[config.mk]
export PLATFORM = sky130hd
export DESIGN_NAME = sha256_result_fifo
export DESIGN_NICKNAME = d
export VERILOG_FILES = /design/src/source/sha256_pkg.sv /design/src/source/sha256_result_fifo.sv
export VERILOG_INCLUDE_DIRS = /design/src /design/src/source
export SDC_FILE = /design/constraint.sdc
export NUM_CORES = 1
export LEC_CHECK = 0
export ABC_CLOCK_PERIOD_IN_PS = 3980
export BUFFER_PORTS_ARGS = -buffer_cell sky130_fd_sc_hd__buf_4
export CAP_MARGIN = 20
export CORE_ASPECT_RATIO = 0.6
export CORE_UTILIZATION = 34
export CTS_CLUSTER_DIAMETER = 60
export DETAILED_ROUTE_END_ITERATION = 8
export GPL_TIMING_DRIVEN = 0
export PLACE_DENSITY = 0.6
export SYNTH_ARGS = -nofsm -noshare
export SYNTH_HDL_FRONTEND = slang
export SYNTH_SLANG_ARGS = --single-unit
[constraint.sdc]
create_clock -name CLK -period 3.98 [get_ports CLK]
set_clock_uncertainty 0.1 [all_clocks]
set_input_delay 0.597 -clock CLK [delete_from_list [all_inputs] [get_ports CLK]]
set_output_delay 0.597 -clock CLK [all_outputs]
set_load 0.01 [all_outputs]
[src/source/sha256_params.svh]
// Fixed one-block padding: only 256-bit messages hash correctly with these pad and length words
`ifndef SHA256_PARAMS_SVH
`define SHA256_PARAMS_SVH

// Word and pipeline geometry
`define SHA256_WORD_W 32
`define SHA256_ROUNDS 64

// Result buffer depth
`define SHA256_FIFO_DEPTH 4

// H0 in the top word, H7 in the bottom word
`define SHA256_IV 256'h6a09e667_bb67ae85_3c6ef372_a54ff53a_510e527f_9b05688c_1f83d9ab_5be0cd19

// Padding after a 256-bit message
`define SHA256_PAD_WORD 32'h8000_0000
`define SHA256_LEN_WORD 32'd256

`endif

[src/source/sha256_pkg.sv]
// SHA-256 word types, round constants and bit functions; words are big-endian, word 7 on top
`include "sha256_params.svh"

package sha256_pkg;

	typedef logic [`SHA256_WORD_W-1:0] word_t;

	// Index 7 is A (or H0), index 0 is H (or H7)
	typedef word_t [7:0] digest_t;

	// Index 0 is the word the next round consumes
	typedef word_t [15:0] window_t;

	localparam word_t sha256_k [`SHA256_ROUNDS] = '{
		32'h428a2f98, 32'h71374491, 32'hb5c0fbcf, 32'he9b5dba5,
		32'h3956c25b, 32'h59f111f1, 32'h923f82a4, 32'hab1c5ed5,
		32'hd807aa98, 32'h12835b01, 32'h243185be, 32'h550c7dc3,
		32'h72be5d74, 32'h80deb1fe, 32'h9bdc06a7, 32'hc19bf174,
		32'he49b69c1, 32'hefbe4786, 32'h0fc19dc6, 32'h240ca1cc,
		32'h2de92c6f, 32'h4a7484aa, 32'h5cb0a9dc, 32'h76f988da,
		32'h983e5152, 32'ha831c66d, 32'hb00327c8, 32'hbf597fc7,
		32'hc6e00bf3, 32'hd5a79147, 32'h06ca6351, 32'h14292967,
		32'h27b70a85, 32'h2e1b2138, 32'h4d2c6dfc, 32'h53380d13,
		32'h650a7354, 32'h766a0abb, 32'h81c2c92e, 32'h92722c85,
		32'ha2bfe8a1, 32'ha81a664b, 32'hc24b8b70, 32'hc76c51a3,
		32'hd192e819, 32'hd6990624, 32'hf40e3585, 32'h106aa070,
		32'h19a4c116, 32'h1e376c08, 32'h2748774c, 32'h34b0bcb5,
		32'h391c0cb3, 32'h4ed8aa4a, 32'h5b9cca4f, 32'h682e6ff3,
		32'h748f82ee, 32'h78a5636f, 32'h84c87814, 32'h8cc70208,
		32'h90befffa, 32'ha4506ceb, 32'hbef9a3f7, 32'hc67178f2
	};

	// Rotate right by a constant amount
	function automatic word_t rotr(word_t x, int unsigned n);
		return (x >> n) | (x << (`SHA256_WORD_W - n));
	endfunction

	// Choose bits of y or z under x
	function automatic word_t ch(word_t x, word_t y, word_t z);
		return (x & y) ^ (~x & z);
	endfunction

	// Bitwise majority
	function automatic word_t maj(word_t x, word_t y, word_t z);
		return (x & y) ^ (x & z) ^ (y & z);
	endfunction

	function automatic word_t big_sigma0(word_t x);
		return rotr(x, 2) ^ rotr(x, 13) ^ rotr(x, 22);
	endfunction

	function automatic word_t big_sigma1(word_t x);
		return rotr(x, 6) ^ rotr(x, 11) ^ rotr(x, 25);
	endfunction

	// Schedule mixes end in a plain shift, not a rotate
	function automatic word_t small_sigma0(word_t x);
		return rotr(x, 7) ^ rotr(x, 18) ^ (x >> 3);
	endfunction

	function automatic word_t small_sigma1(word_t x);
		return rotr(x, 17) ^ rotr(x, 19) ^ (x >> 10);
	endfunction

endpackage

[src/source/sha256_result_fifo.sv]
// Circular buffer with first-word visibility one cycle after the write; full accepts with a read
`timescale 1ns/1ns

module sha256_result_fifo import sha256_pkg::*; #(
	parameter type payload_t = digest_t,
	parameter int  DEPTH     = 4
) (
	input  logic     CLK,
	input  logic     RST,
	input  logic     wr_valid_i,
	input  payload_t wr_data_i,
	output logic     wr_ready_o,
	output logic     rd_valid_o,
	output payload_t rd_data_o,
	input  logic     rd_ready_i
);

	localparam int PTR_W = (DEPTH > 1) ? $clog2(DEPTH) : 1;
	localparam int CNT_W = $clog2(DEPTH + 1);

	payload_t         mem [DEPTH];
	logic [PTR_W-1:0] wr_ptr;
	logic [PTR_W-1:0] rd_ptr;
	logic [CNT_W-1:0] count;
	logic             wr_fire;
	logic             rd_fire;

	// Wrap for any depth
	function automatic logic [PTR_W-1:0] ptr_inc(logic [PTR_W-1:0] ptr);
		if (ptr == PTR_W'(DEPTH - 1)) begin
			return '0;
		end
		return ptr + 1'b1;
	endfunction

	assign rd_valid_o = (count != '0);
	assign wr_ready_o = (count != CNT_W'(DEPTH)) || rd_ready_i;
	assign wr_fire    = wr_valid_i && wr_ready_o;
	assign rd_fire    = rd_valid_o && rd_ready_i;
	assign rd_data_o  = mem[rd_ptr];

	always_ff @(posedge CLK or negedge RST) begin
		if (!RST) begin
			wr_ptr <= '0;
			rd_ptr <= '0;
			count  <= '0;
		end else begin
			if (wr_fire) begin
				wr_ptr <= ptr_inc(wr_ptr);
			end
			if (rd_fire) begin
				rd_ptr <= ptr_inc(rd_ptr);
			end
			if (wr_fire && !rd_fire) begin
				count <= count + 1'b1;
			end else if (rd_fire && !wr_fire) begin
				count <= count - 1'b1;
			end
		end
	end

	always_ff @(posedge CLK) begin
		if (wr_fire) begin
			mem[wr_ptr] <= wr_data_i;
		end
	end

	// Write into a full buffer only alongside a read
	a_no_overflow: assert property (@(posedge CLK) disable iff (!RST)
		wr_fire && wr_ptr == rd_ptr && count != '0 |-> rd_fire);

	// Read never from an empty buffer
	a_no_underflow: assert property (@(posedge CLK) disable iff (!RST)
		rd_fire |-> wr_ptr != rd_ptr || count == CNT_W'(DEPTH));

endmodule

## Yosys cells after proc, flatten, opt, wreduce, memory -nomap -nowiden

Memory sizes are Yosys's and may differ from the RTL's.
Cells that the tools add are included.

- Add/subtract/negate cells: 4
- $mul: 0
- Divide/modulo/power cells: 0
- $lt $le $gt $ge: 0
- Eq/ne operators: 3
- Shift operators: 0
- Muxes and demuxes: 12
- Bitwise gates (word level): 0
- Reduce and logical (&&, ||, !) cells: 9

Operators with widths:

| cell | number |
|---|---|
| 2-bit 2-to-1 mux | 4 |
| 1-bit 2-to-1 mux | 6 |
| 3-bit 2-to-1 mux | 2 |
| 2-bit by 1-bit adder with 2-bit output (second input constant) | 2 |
| 2-bit == test (second input constant) | 2 |
| 1-bit logical AND | 4 |
| 3-bit by 1-bit adder with 3-bit output (second input constant) | 1 |
| 3-bit inequality test (second input constant) | 1 |
| 3-bit nonzero test | 1 |
| 3-bit by 1-bit subtractor with 3-bit output (second input constant) | 1 |
| 1-bit zero test | 2 |
| 2-bit nonzero test | 1 |
| 1-bit logical OR | 1 |

- Flip-flop bits (word level): 7
- Latch bits: 0
- RAM bits: 1024
- Memory bits (read-only): 0
- Bits of input ports: 260
- Output and inout bits: 258
- Logic and storage cells: 32
- Memories kept: 1

Memory list:

| name | depth | bits a word | read ports | clocked after memory_dff | write ports | RTL line | text |
|---|---|---|---|---|---|---|---|
| mem | 4 | 256 | 1 | 0 | 1 | sha256_result_fifo.sv:21 | `payload_t mem [DEPTH];` |

## Depth between registers and ports, before layout

Gate-level depths: netlist of run 1.

- Depth in word-level cells: 7
- Depth in mapped cells: 9
- Depth with buffers taken out: 8

## Least setup slack after synthesis of run 1

Ideal clock, no wire load.

- Path kind: in2reg
- Start: input rd_ready_i
- End: memory mem[0][0] in the netlist's numbering (enable)
- Library setup time: 506 ps
- Data arrival time: 3933 ps
- Required time: 3374 ps
- Slack: -559 ps
- Stages on the path: 3
- Buffers on the path: 1
- Path through: or4b_1 -> buf_2 -> and3_2

- Cells in the longest elaborated chain, start to end: 4

Ends and longest elaborated chain:

| what | RTL line | text |
|---|---|---|
| start: declaration | sha256_result_fifo.sv:15 | `input logic rd_ready_i` |
| 1-bit logical OR | sha256_result_fifo.sv:37 | `assign wr_ready_o = (count != CNT_W'(DEPTH)) \|\| rd_ready_i;` |
| net wr_ready_o | sha256_result_fifo.sv:12 | `output logic wr_ready_o,` |
| 1-bit logical AND | sha256_result_fifo.sv:38 | `assign wr_fire = wr_valid_i && wr_ready_o;` |
| 1-bit 2-to-1 mux | sha256_result_fifo.sv:63 | `if (wr_fire) begin` |
| 1-bit 2-to-1 mux (not written as such) | sha256_result_fifo.sv:64 | `mem[wr_ptr] <= wr_data_i;` |
| end: declaration | sha256_result_fifo.sv:21 |  |

The timed path passes the listed nets, and every way through them passes these cells.

==> out/qor.yml, run 1 <==
status:
  outcome: "complete, no violations"
power_and_ir_drop:
  leakage_nw: 16.9
  p_total_w: 0.0357
  power_density_mw_per_mm2: 722
  irDropWorstVdd_uv: 428
critical_path:
  arrival_ns: 2.91
  r2r_slack_ns: 1.31
  cp_max_fo: 10
  rr_worst_depth: 5
  endpoint: "rd_data_o[60]"
  startpoint_type: "register"
  cp-startpoint: "rd_ptr[1]"
  rr_startpoint: "count[2]"
  rr_endpoint: "mem[2][106]"
  cp-end-kind: "output pin"
  worstPathRequired_ns: 3.28
  crit_type: "reg2out"
drt:
  drt_wl_total_mm: 83.1
  firstDrtPassIters: 5
  vias: 17800
  wl_per_cell_um: 22.0
  via_per_inst: 4.71
  ant_nets: 0
  drc: 0
  first_iter_violations: 1090
global_routing:
  grt_pass1_vias: 19200
  grt_max_degree: 54
  grt_antenna_before_repair: 11
  grt_remaining_overflow: 0
  grt_use_total_pct: 14.8
  grt_pass1_wl_mm: 122
yosys:
  synth_cells: 1377
  ys_seq_area_share_pct: 82.7
  synth.area.top_cells: "edfxtp_1, mux4_2, buf_6"
  synth_top_area_cell: "edfxtp_1"
  yosysTopAreaCellShare_pct: 82.2
  ys_types: 20
  avgSynthCellArea_um2: 27.2
  ys_ff_latch: 1031
  ys_warn_count: 0
  syn_area_mm2: 0.0374
  syn-num-nets: 1644
cts:
  root_buffer: "clkbuf_16"
  cts_buffers: 95
  cts_tree: "yes"
  cts_max_path_buffers: 3
  htreeDepth: 3
  clk_latency_ns: 0.68
  cts.sinks: 1031
  clk_pin_slew_ns: 0.07
floorplanning:
  fp.dieH_um: 259
  fp.dieW_um: 430
  start_util_pct: 34.6
  coreArea_mm2: 0.108
  io_pins: 518
  die-area_mm2: 0.111
  rows: 93
worst_hold_path:
  min_path_type: "in2reg"
sta:
  hold_slack_ns: 0.120
  finalHoldViolCount: 0
  rsz0062_at_grt: "no"
  maxSlewViolCount: 0
  setup_viol: 0
  fin_crit_sh_pct: 90.6
  worst_slew_pin_slew_ns: 0.899
  relSlewSlack_pct: 40.1
  period_needed_ns: 3.61
  max_freq_ghz: 0.277
placed_design:
  dp_hpwl_mm: 53.1
  place_congestion: 0.706
  place_area_mm2: 0.0436
  placedCellCount: 3340
  portBuffers: 517
final_layout:
  utilization_pct: 45.7
  regArea_mm2: 0.0309
  fillers: 9003
  instances_no_fill: 3783
  drive_gt1_share_pct: 42.8
  fin_area_mm2: 0.0495
  layout.nets: 2536
  area_growth_pct: 32.3
  multi_input_area_mm2: 0.00603
job:
  maxCapViolCount: 0
[cells by family after synthesis]
kind of cell               Yosys count  synth area share (%)
DFF                               1031                  82.7
muxes                              259                  15.5
buffers and inverters               62                  1.22
and+or+nand+nor                     13                 0.217
adders and majority gates            7                 0.254
xor gates and xnor gates             3                0.0703
AOI/OAI and AO/OA                    2                0.0468
[per-layer routing]
layer  wire length, µm  share of wire [%]  global-route usage [%]
met4              1420                1.7                    3.31
met5                33              0.040                       0
met2             41800                 50                    24.6
met1             34100                 41                    18.8
met3              5670                6.8                    4.74
[metrics by stage]
step / setup TNS [ns] / setup WS, ns
floorplan: -571.97 / -0.559
global placement: -3306.02 / -3.27
detailed placement: 0 / 0.600
CTS: 0 / 0.230
global route: 0 / 0.168
finish: 0 / 0.374
[Yosys cell counts]
cell type  number
and2_4          1
and3_2          4
buf_2          29
buf_6          25
clkbuf_1        5
dfrtp_1         7
edfxtp_1     1024
fa_1            1
ha_1            6
inv_1           3
mux2_2          3
mux4_2        256
nand2_1         1
nand3_1         2
nor2_1          3
o21ai_2         2
or3_2           1
or4b_1          1
xnor2_1         1
xor2_1          2
[power breakdown]
part	internal (W)	switching, W
Sequential	0.0142	0.000383
Clock	0.00542	0.00397
Combinational	0.00578	0.00601
[worst min-delay path by stage]
stage                     cells past startpoint         to  slack [ns]  startpoint
after detailed placement                      1  rd_ptr[1]        0.32         RST
after global routing                          3  wr_ptr[0]        0.08  wr_valid_i
final                                         3  wr_ptr[0]        0.12  wr_valid_i
after global placement                        1  rd_ptr[1]        0.31         RST
after CTS                                     3  wr_ptr[0]        0.05  wr_valid_i
after floorplan                               0   count[0]        0.20         RST
[final cells by class]
cell class	instances	share of cell area, %
diodes	8	0.0405
plain buffers	59	0.906
clock buffers	116	5.05
clock inverters	62	1.49
inverters	3	0.0228
multi-input cells	284	12.2
flip-flops and latches	1031	62.5
well taps	1425	3.60
repair buffers	795	14.2
[worst max-delay path, stage by stage (launching register included)]
cell and delay (ns):
dfrtp_1 0.36, clkbuf_1 0.36, clkbuf_2 0.47, buf_2 0.43, mux4_2 0.41, buf_4 0.17
[registers in the layout, indices dropped and copies added, names as in the netlist]
name and count:
mem 1024, count 3, rd_ptr 2, wr_ptr 2
[placed cells by master (no fill, tap or decap), drive strengths merged]
master       Yosys  routed
buf             54     592
nand3            2       2
dlygate4sd3      0     257
or3              1       1
xnor2            1       1
clkinv           0      38
fa               1       1
mux2             3       3
clkbuf           5     121
dfrtp            7       7
ha               6       6
inv              3       8
nand2            1       1
o21ai            2       2
and2             1       1
or4b             1       1
clkinvlp         0       5
diode            0       8
mux4           256     256
bufinv           0      14
and3             4       4
xor2             2       2
edfxtp        1024    1024
nor2             3       3
[what timing repair did]
item | CTS | global route
buffers inserted | 0 | 0
gates resized for setup | 2 | 0
endpoints found under the hold margin | 1031 | 0
setup endpoints to repair | 154 | 0
hold buffers | 257 | 0
No activity file was read; power rests on OpenSTA's default activity.
==> inputs of run 2 (changes only) <==
- CORE_UTILIZATION: 34 -> 47
- PLACE_DENSITY: 0.6 -> 0.76
==> run 2 against run 1 <==
Routed wire length down 1.2%. First-iteration DRC count increased by 55%. Largest power group unchanged. Non-clock buffer count is 2 lower. Largest cell class unchanged.
==> out/qor.yml, run 2 (synthesis results as in run 1) <==
critical_path:
  endpoint: "rd_data_o[119]"  # was rd_data_o[60]
  cp-end-kind: "output pin"  # unchanged
  rr_startpoint: "count[0]"  # was count[2]
  r2r_slack_ns: 1.01  # was 1.31 ns
  rr_worst_depth: 6  # was 5
  rr_endpoint: "mem[0][120]"  # was mem[2][106]
  arrival_ns: 3.13  # was 2.91 ns
  startpoint_type: "register"  # unchanged
  worstPathRequired_ns: 3.28  # about the same
  cp-startpoint: "rd_ptr[1]"  # unchanged
  crit_type: "reg2out"  # unchanged
  cp_max_fo: 10  # unchanged
cts:
  clk_latency_ns: 0.66  # was 0.68 ns
  cts_max_path_buffers: 3  # unchanged
  clk_pin_slew_ns: 0.06  # was 0.07 ns
  htreeDepth: 3  # unchanged
  cts.sinks: 1031  # unchanged
  cts_buffers: 90  # was 95
  cts_tree: "yes"  # unchanged
  root_buffer: "clkbuf_16"  # unchanged
final_layout:
  fillers: 5049  # was 9003
  drive_gt1_share_pct: 42.5  # was 42.8%
  reg_top3: "mem x1024, count x3"  # unchanged
  layout.nets: 2529  # was 2536
  fin_area_mm2: 0.0488  # was 0.0495 mm²
  utilization_pct: 62.4  # was 45.7%
  area_growth_pct: 30.4  # was 32.3%
  final_common_cell: "edfxtp_1"  # unchanged
  regArea_mm2: 0.0309  # unchanged
  multi_input_area_mm2: 0.00603  # unchanged
  largest_register_ffs: 1024  # unchanged
  regMostFlops: "mem"  # unchanged
  final_cell_mix: "edfxtp_1, buf_4, mux4_2, dlygate4sd3_1, clkbuf_16"  # was edfxtp_1, buf_4, dlygate4sd3_1
drt:
  drc: 0  # unchanged
  drt_wl_total_mm: 82.1  # was 83.1 mm
  firstDrtPassIters: 5  # unchanged
  wl_per_cell_um: 24.2  # was 22.0 µm
  via_per_inst: 5.41  # was 4.71
  ant_nets: 0  # unchanged
  first_iter_violations: 1686  # was 1090
  vias: 18300  # was 17800
global_routing:
  grt_pass1_wl_mm: 120  # was 122 mm
  grt_use_total_pct: 20.1  # was 14.8%
  grt_pass1_vias: 19200  # about the same
  grt_max_degree: 59  # was 54
  grt_antenna_before_repair: 3  # was 11
  grt_remaining_overflow: 0  # unchanged
power_and_ir_drop:
  leakage_nw: 16.7  # was 16.9 nW
  irDropWorstVdd_uv: 474  # was 428 µV
  power_density_mw_per_mm2: 724  # was 722 mW/mm²
placed_design:
  place_congestion: 0.767  # was 0.706
  dp_hpwl_mm: 49.7  # was 53.1 mm
  place_ws_ns: 0.685  # was 0.600 ns
  place_area_mm2: 0.0432  # was 0.0436 mm²
  portBuffers: 517  # unchanged
sta:
  maxSlewViolCount: 0  # unchanged
  fin_setup_tns_ns: 0  # unchanged
  rsz0062_at_grt: "no"  # unchanged
  period_needed_ns: 3.83  # was 3.61 ns
  fin_crit_sh_pct: 96.2  # was 90.6%
  finalHoldViolCount: 0  # unchanged
  worst_slack_ns: 0.150  # was 0.374 ns
  max_freq_ghz: 0.261  # was 0.277 GHz
  relSlewSlack_pct: 50.1  # was 40.1%
  setup_viol: 0  # unchanged
  hold_slack_ns: 0.0508  # was 0.120 ns
  worst_slew_pin_slew_ns: 0.749  # was 0.899 ns
floorplanning:
  rows: 79  # was 93
  start_util_pct: 47.9  # was 34.6%
  io_pins: 518  # unchanged
  fp.dieW_um: 366  # was 430 µm
  die-area_mm2: 0.0807  # was 0.111 mm²
  fp.dieH_um: 221  # was 259 µm
  coreArea_mm2: 0.0781  # was 0.108 mm²
worst_hold_path:
  hold_path_depth: 1  # was 3
  min_path_type: "in2reg"  # unchanged
status:
  outcome: "complete, no violations"  # unchanged
job:
  maxCapViolCount: 0  # unchanged
## run 2: worst max-delay path, cell delays in order, from the launching register on
cell and delay, ns:
dfrtp_1 0.36, clkbuf_1 0.43, clkbuf_1 0.59, buf_2 0.52
mux4_2 0.38, buf_4 0.18
## run 2: area by class of cell
class | count | area share, %
repair buffers | 793 | 14.3
clock buffers | 111 | 4.93
clock inverters | 51 | 1.29
plain buffers | 59 | 0.916
diodes | 6 | 0.0308
flip-flops and latches | 1031 | 63.4
inverters | 3 | 0.0231
multi-input cells | 284 | 12.4
well taps | 1053 | 2.70
## run 2: layer usage
metal	share of wire, %	wire, µm	track usage [%]
met4	1.9	1580	4.74
met5	0.033	27	0
met2	51	41500	33.4
met1	40	32500	26.5
met3	8.0	6560	6.07
## run 2: worst min path at each step
stage,from,to,slack [ns]
2_1_floorplan,RST,count[0],0.20
3_3_place_gp,RST,rd_ptr[1],0.31
3_5_place_dp,RST,count[0],0.31
4_1_cts,wr_data_i[253],mem[2][253],0.001
5_1_grt,wr_data_i[214],mem[1][214],0.01
6_report,wr_data_i[214],mem[1][214],0.05
## run 2: timing repair
action / CTS / global route
setup buffers: 0 / 0
gates resized for setup: 1 / 0
endpoints found under the setup margin: 46 / 0
hold buffers: 255 / 1
endpoints found under the hold margin: 1003 / 4
## run 2: per-stage QoR
stage	power [W]	cells
2_1_floorplan	0.0212	1377
3_3_place_gp	0.0263	2947
3_5_place_dp	0.0264	2967
4_1_cts	0.0355	3384
5_1_grt	0.0366	3386
6_report	0.0353	3391
## run 2: power breakdown
part | switching (W) | internal [W] | leakage (nW)
clock | 0.00389 | 0.00505 | 1.48
combinational | 0.00595 | 0.00577 | 5.79
sequential | 0.000451 | 0.0142 | 9.48
==> inputs of run 3 (changes only) <==
- BUFFER_PORTS_ARGS: -buffer_cell sky130_fd_sc_hd__buf_4 -> -buffer_cell sky130_fd_sc_hd__buf_2
==> run 3 against run 2 <==
Register-to-register slack better by 0.10 ns. First-iteration DRC count is 5.5% lower. Flip-flop and latch count stayed put. Setup slack better by 0.018 ns. Maximum frequency is 0.47% higher. Non-clock buffer count is 56 lower. Clock power is 4.0% lower. Die area stayed put. Critical path depth stayed put. Cell area is 4.2% lower. Largest power group unchanged. Highest routed layer unchanged.
==> out/qor.yml, run 3 (synthesis results as in run 1) <==
global_routing:
  grt_remaining_overflow: 0  # unchanged
  grt_antenna_before_repair: 8  # was 3
  grt_pass1_wl_mm: 117  # was 120 mm
  grt_max_degree: 60  # was 59
  grt_pass1_vias: 18900  # was 19200
  grt_use_total_pct: 19.5  # was 20.1%
final_layout:
  area_growth_pct: 24.9  # was 30.4%
  largest_register_ffs: 1024  # unchanged
  final_cell_mix: "edfxtp_1, buf_2, mux4_2"  # was edfxtp_1, buf_4, mux4_2, dlygate4sd3_1, clkbuf_16
  utilization_pct: 59.8  # was 62.4%
  drive_gt1_share_pct: 43.4  # was 42.5%
  reg_top3: "mem x1024, count x3"  # unchanged
  final_common_cell: "edfxtp_1"  # unchanged
  layout.nets: 2473  # was 2529
  regMostFlops: "mem"  # unchanged
drt:
  firstDrtPassIters: 5  # unchanged
  first_iter_violations: 1594  # was 1686
  ant_nets: 0  # unchanged
  drc: 0  # unchanged
  drt_wl_total_mm: 79.5  # was 82.1 mm
  wl_per_cell_um: 23.9  # was 24.2 µm
  vias: 18000  # was 18300
  via_per_inst: 5.40  # was 5.41
power_and_ir_drop:
  p_int_w: 0.0236  # was 0.0250 W
  seq_power_share_pct: 43.5  # was 41.4%
  power_density_mw_per_mm2: 721  # was 724 mW/mm²
  irDropWorstVdd_uv: 643  # was 474 µV
  p_total_w: 0.0337  # was 0.0353 W
  p_comb_share_pct: 31.0  # was 33.2%
  clockPowerShare_pct: 25.5  # was 25.4%
  sw_frac_of_total_pct: 29.8  # was 29.2%
  leakage_nw: 16.0  # was 16.7 nW
  p_switching_w: 0.0100  # was 0.0103 W
placed_design:
  dp_hpwl_mm: 49.3  # was 49.7 mm
  place_ws_ns: 0.649  # was 0.685 ns
  portBuffers: 517  # unchanged
  place_congestion: 0.749  # was 0.767
sta:
  fin_crit_sh_pct: 95.8  # was 96.2%
  hold_slack_ns: 0.0641  # was 0.0508 ns
  fin_setup_tns_ns: 0  # unchanged
  max_freq_ghz: 0.262  # was 0.261 GHz
  finalHoldViolCount: 0  # unchanged
  relSlewSlack_pct: 39.2  # was 50.1%
  maxSlewViolCount: 0  # unchanged
  rsz0062_at_grt: "no"  # unchanged
  setup_viol: 0  # unchanged
  period_needed_ns: 3.81  # was 3.83 ns
  worst_slack_ns: 0.168  # was 0.150 ns
  worst_slew_pin_slew_ns: 0.912  # was 0.749 ns
worst_hold_path:
  min_path_type: "in2reg"  # unchanged
floorplanning:
  start_util_pct: 47.9  # unchanged
  rows: 79  # unchanged
  fp.dieH_um: 221  # unchanged
  coreArea_mm2: 0.0781  # unchanged
  fp.dieW_um: 366  # unchanged
  die-area_mm2: 0.0807  # unchanged
  io_pins: 518  # unchanged
critical_path:
  crit_buf_inv: 4  # unchanged
  worstPathRequired_ns: 3.28  # about the same
  crit_path_cell_trace: "clkbuf_1 -> clkbuf_1 -> buf_2 -> mux4_2 -> buf_2"  # was clkbuf_1 -> clkbuf_1 -> buf_2 -> mux4_2 -> buf_4
  slowest_delay_ns: 0.61  # was 0.59 ns
  crit_slowest_cell: "clkbuf_1"  # unchanged
  cp-end-kind: "output pin"  # unchanged
  crit_type: "reg2out"  # unchanged
  arrival_ns: 3.12  # was 3.13 ns
  path_delay_family: "buffers and inverters"  # unchanged
  cp_max_fo: 10  # unchanged
  startpoint_type: "register"  # unchanged
job:
  maxCapViolCount: 0  # unchanged
cts:
  cts_buffers: 90  # unchanged
  htreeDepth: 3  # unchanged
  cts_max_path_buffers: 3  # unchanged
  cts_tree: "yes"  # unchanged
  clk_pin_slew_ns: 0.06  # about the same
  clk_latency_ns: 0.65  # was 0.66 ns
  cts.sinks: 1031  # unchanged
  root_buffer: "clkbuf_16"  # unchanged
status:
  outcome: "complete, no violations"  # unchanged
## run 3: changes by cell type in the layout (fill, tap and decap cells not counted), sizes merged
cell,previous run,this run
dlygate4sd3,256,202
bufinv,11,7
clkbuf,116,112
clkinv,36,40
buf,591,589
diode,6,4
clkinvlp,2,1
inv,5,6
## run 3: area by class of cell
class / instances / area, µm²
clock buffer: 107 / 2380
timing repair buffer: 737 / 5070
buffer: 59 / 447
inverter: 3 / 11.3
sequential: 1031 / 30900
clock inverter: 51 / 517
fill: 5297 / 31400
antenna: 4 / 10.0
multi-input combinational: 284 / 6030
tap: 1053 / 1320
## run 3: per-stage QoR
stage | std cells | area (µm²)
floorplan | 1377 | 37400
global placement | 2947 | 41300
detailed placement | 2965 | 41800
finish | 3329 | 46700
global route | 3327 | 46700
CTS | 3325 | 46700
## run 3: power by group through the flow
stage	registers, W	clock network [W]	logic, W
after floorplan	0.0149	0	0.00626
after global placement	0.0152	0	0.00994
after detailed placement	0.0148	0	0.0104
after CTS	0.0146	0.00873	0.0106
after global routing	0.0148	0.00914	0.0111
final	0.0146	0.00859	0.0104
## run 3: final timing paths
check                              startpoint        endpoint  slack [ns]  depth (start not counted)
worst max-delay path                rd_ptr[1]  rd_data_o[119]        0.17                          5
worst min-delay path            wr_data_i[79]      mem[0][79]        0.06                          1
worst max register to register       count[0]     mem[2][138]        1.11                          6
worst min register to register       count[2]        count[2]        0.40                          1
max in group asynchronous                 RST       rd_ptr[0]        3.39                          2
min in group asynchronous                 RST        count[2]        0.23                          2
## run 3: per-layer routing
layer  wire length (µm)  global-route usage [%]  vias to the layer above  share of wire, %
met5                 51                       0                        -             0.064
met4               1700                    5.02                        8               2.1
met3               6090                    5.42                      129               7.7
met2              40500                    33.0                      713                51
met1              31100                    25.1                     9437                39
li1                   -                       -                     7679                 -
## run 3: timing repair
item	CTS	global route
endpoints found under the hold margin	773	0
setup buffers	0	0
setup endpoints to repair	50	0
gates resized for setup	1	0
hold buffers	202	0
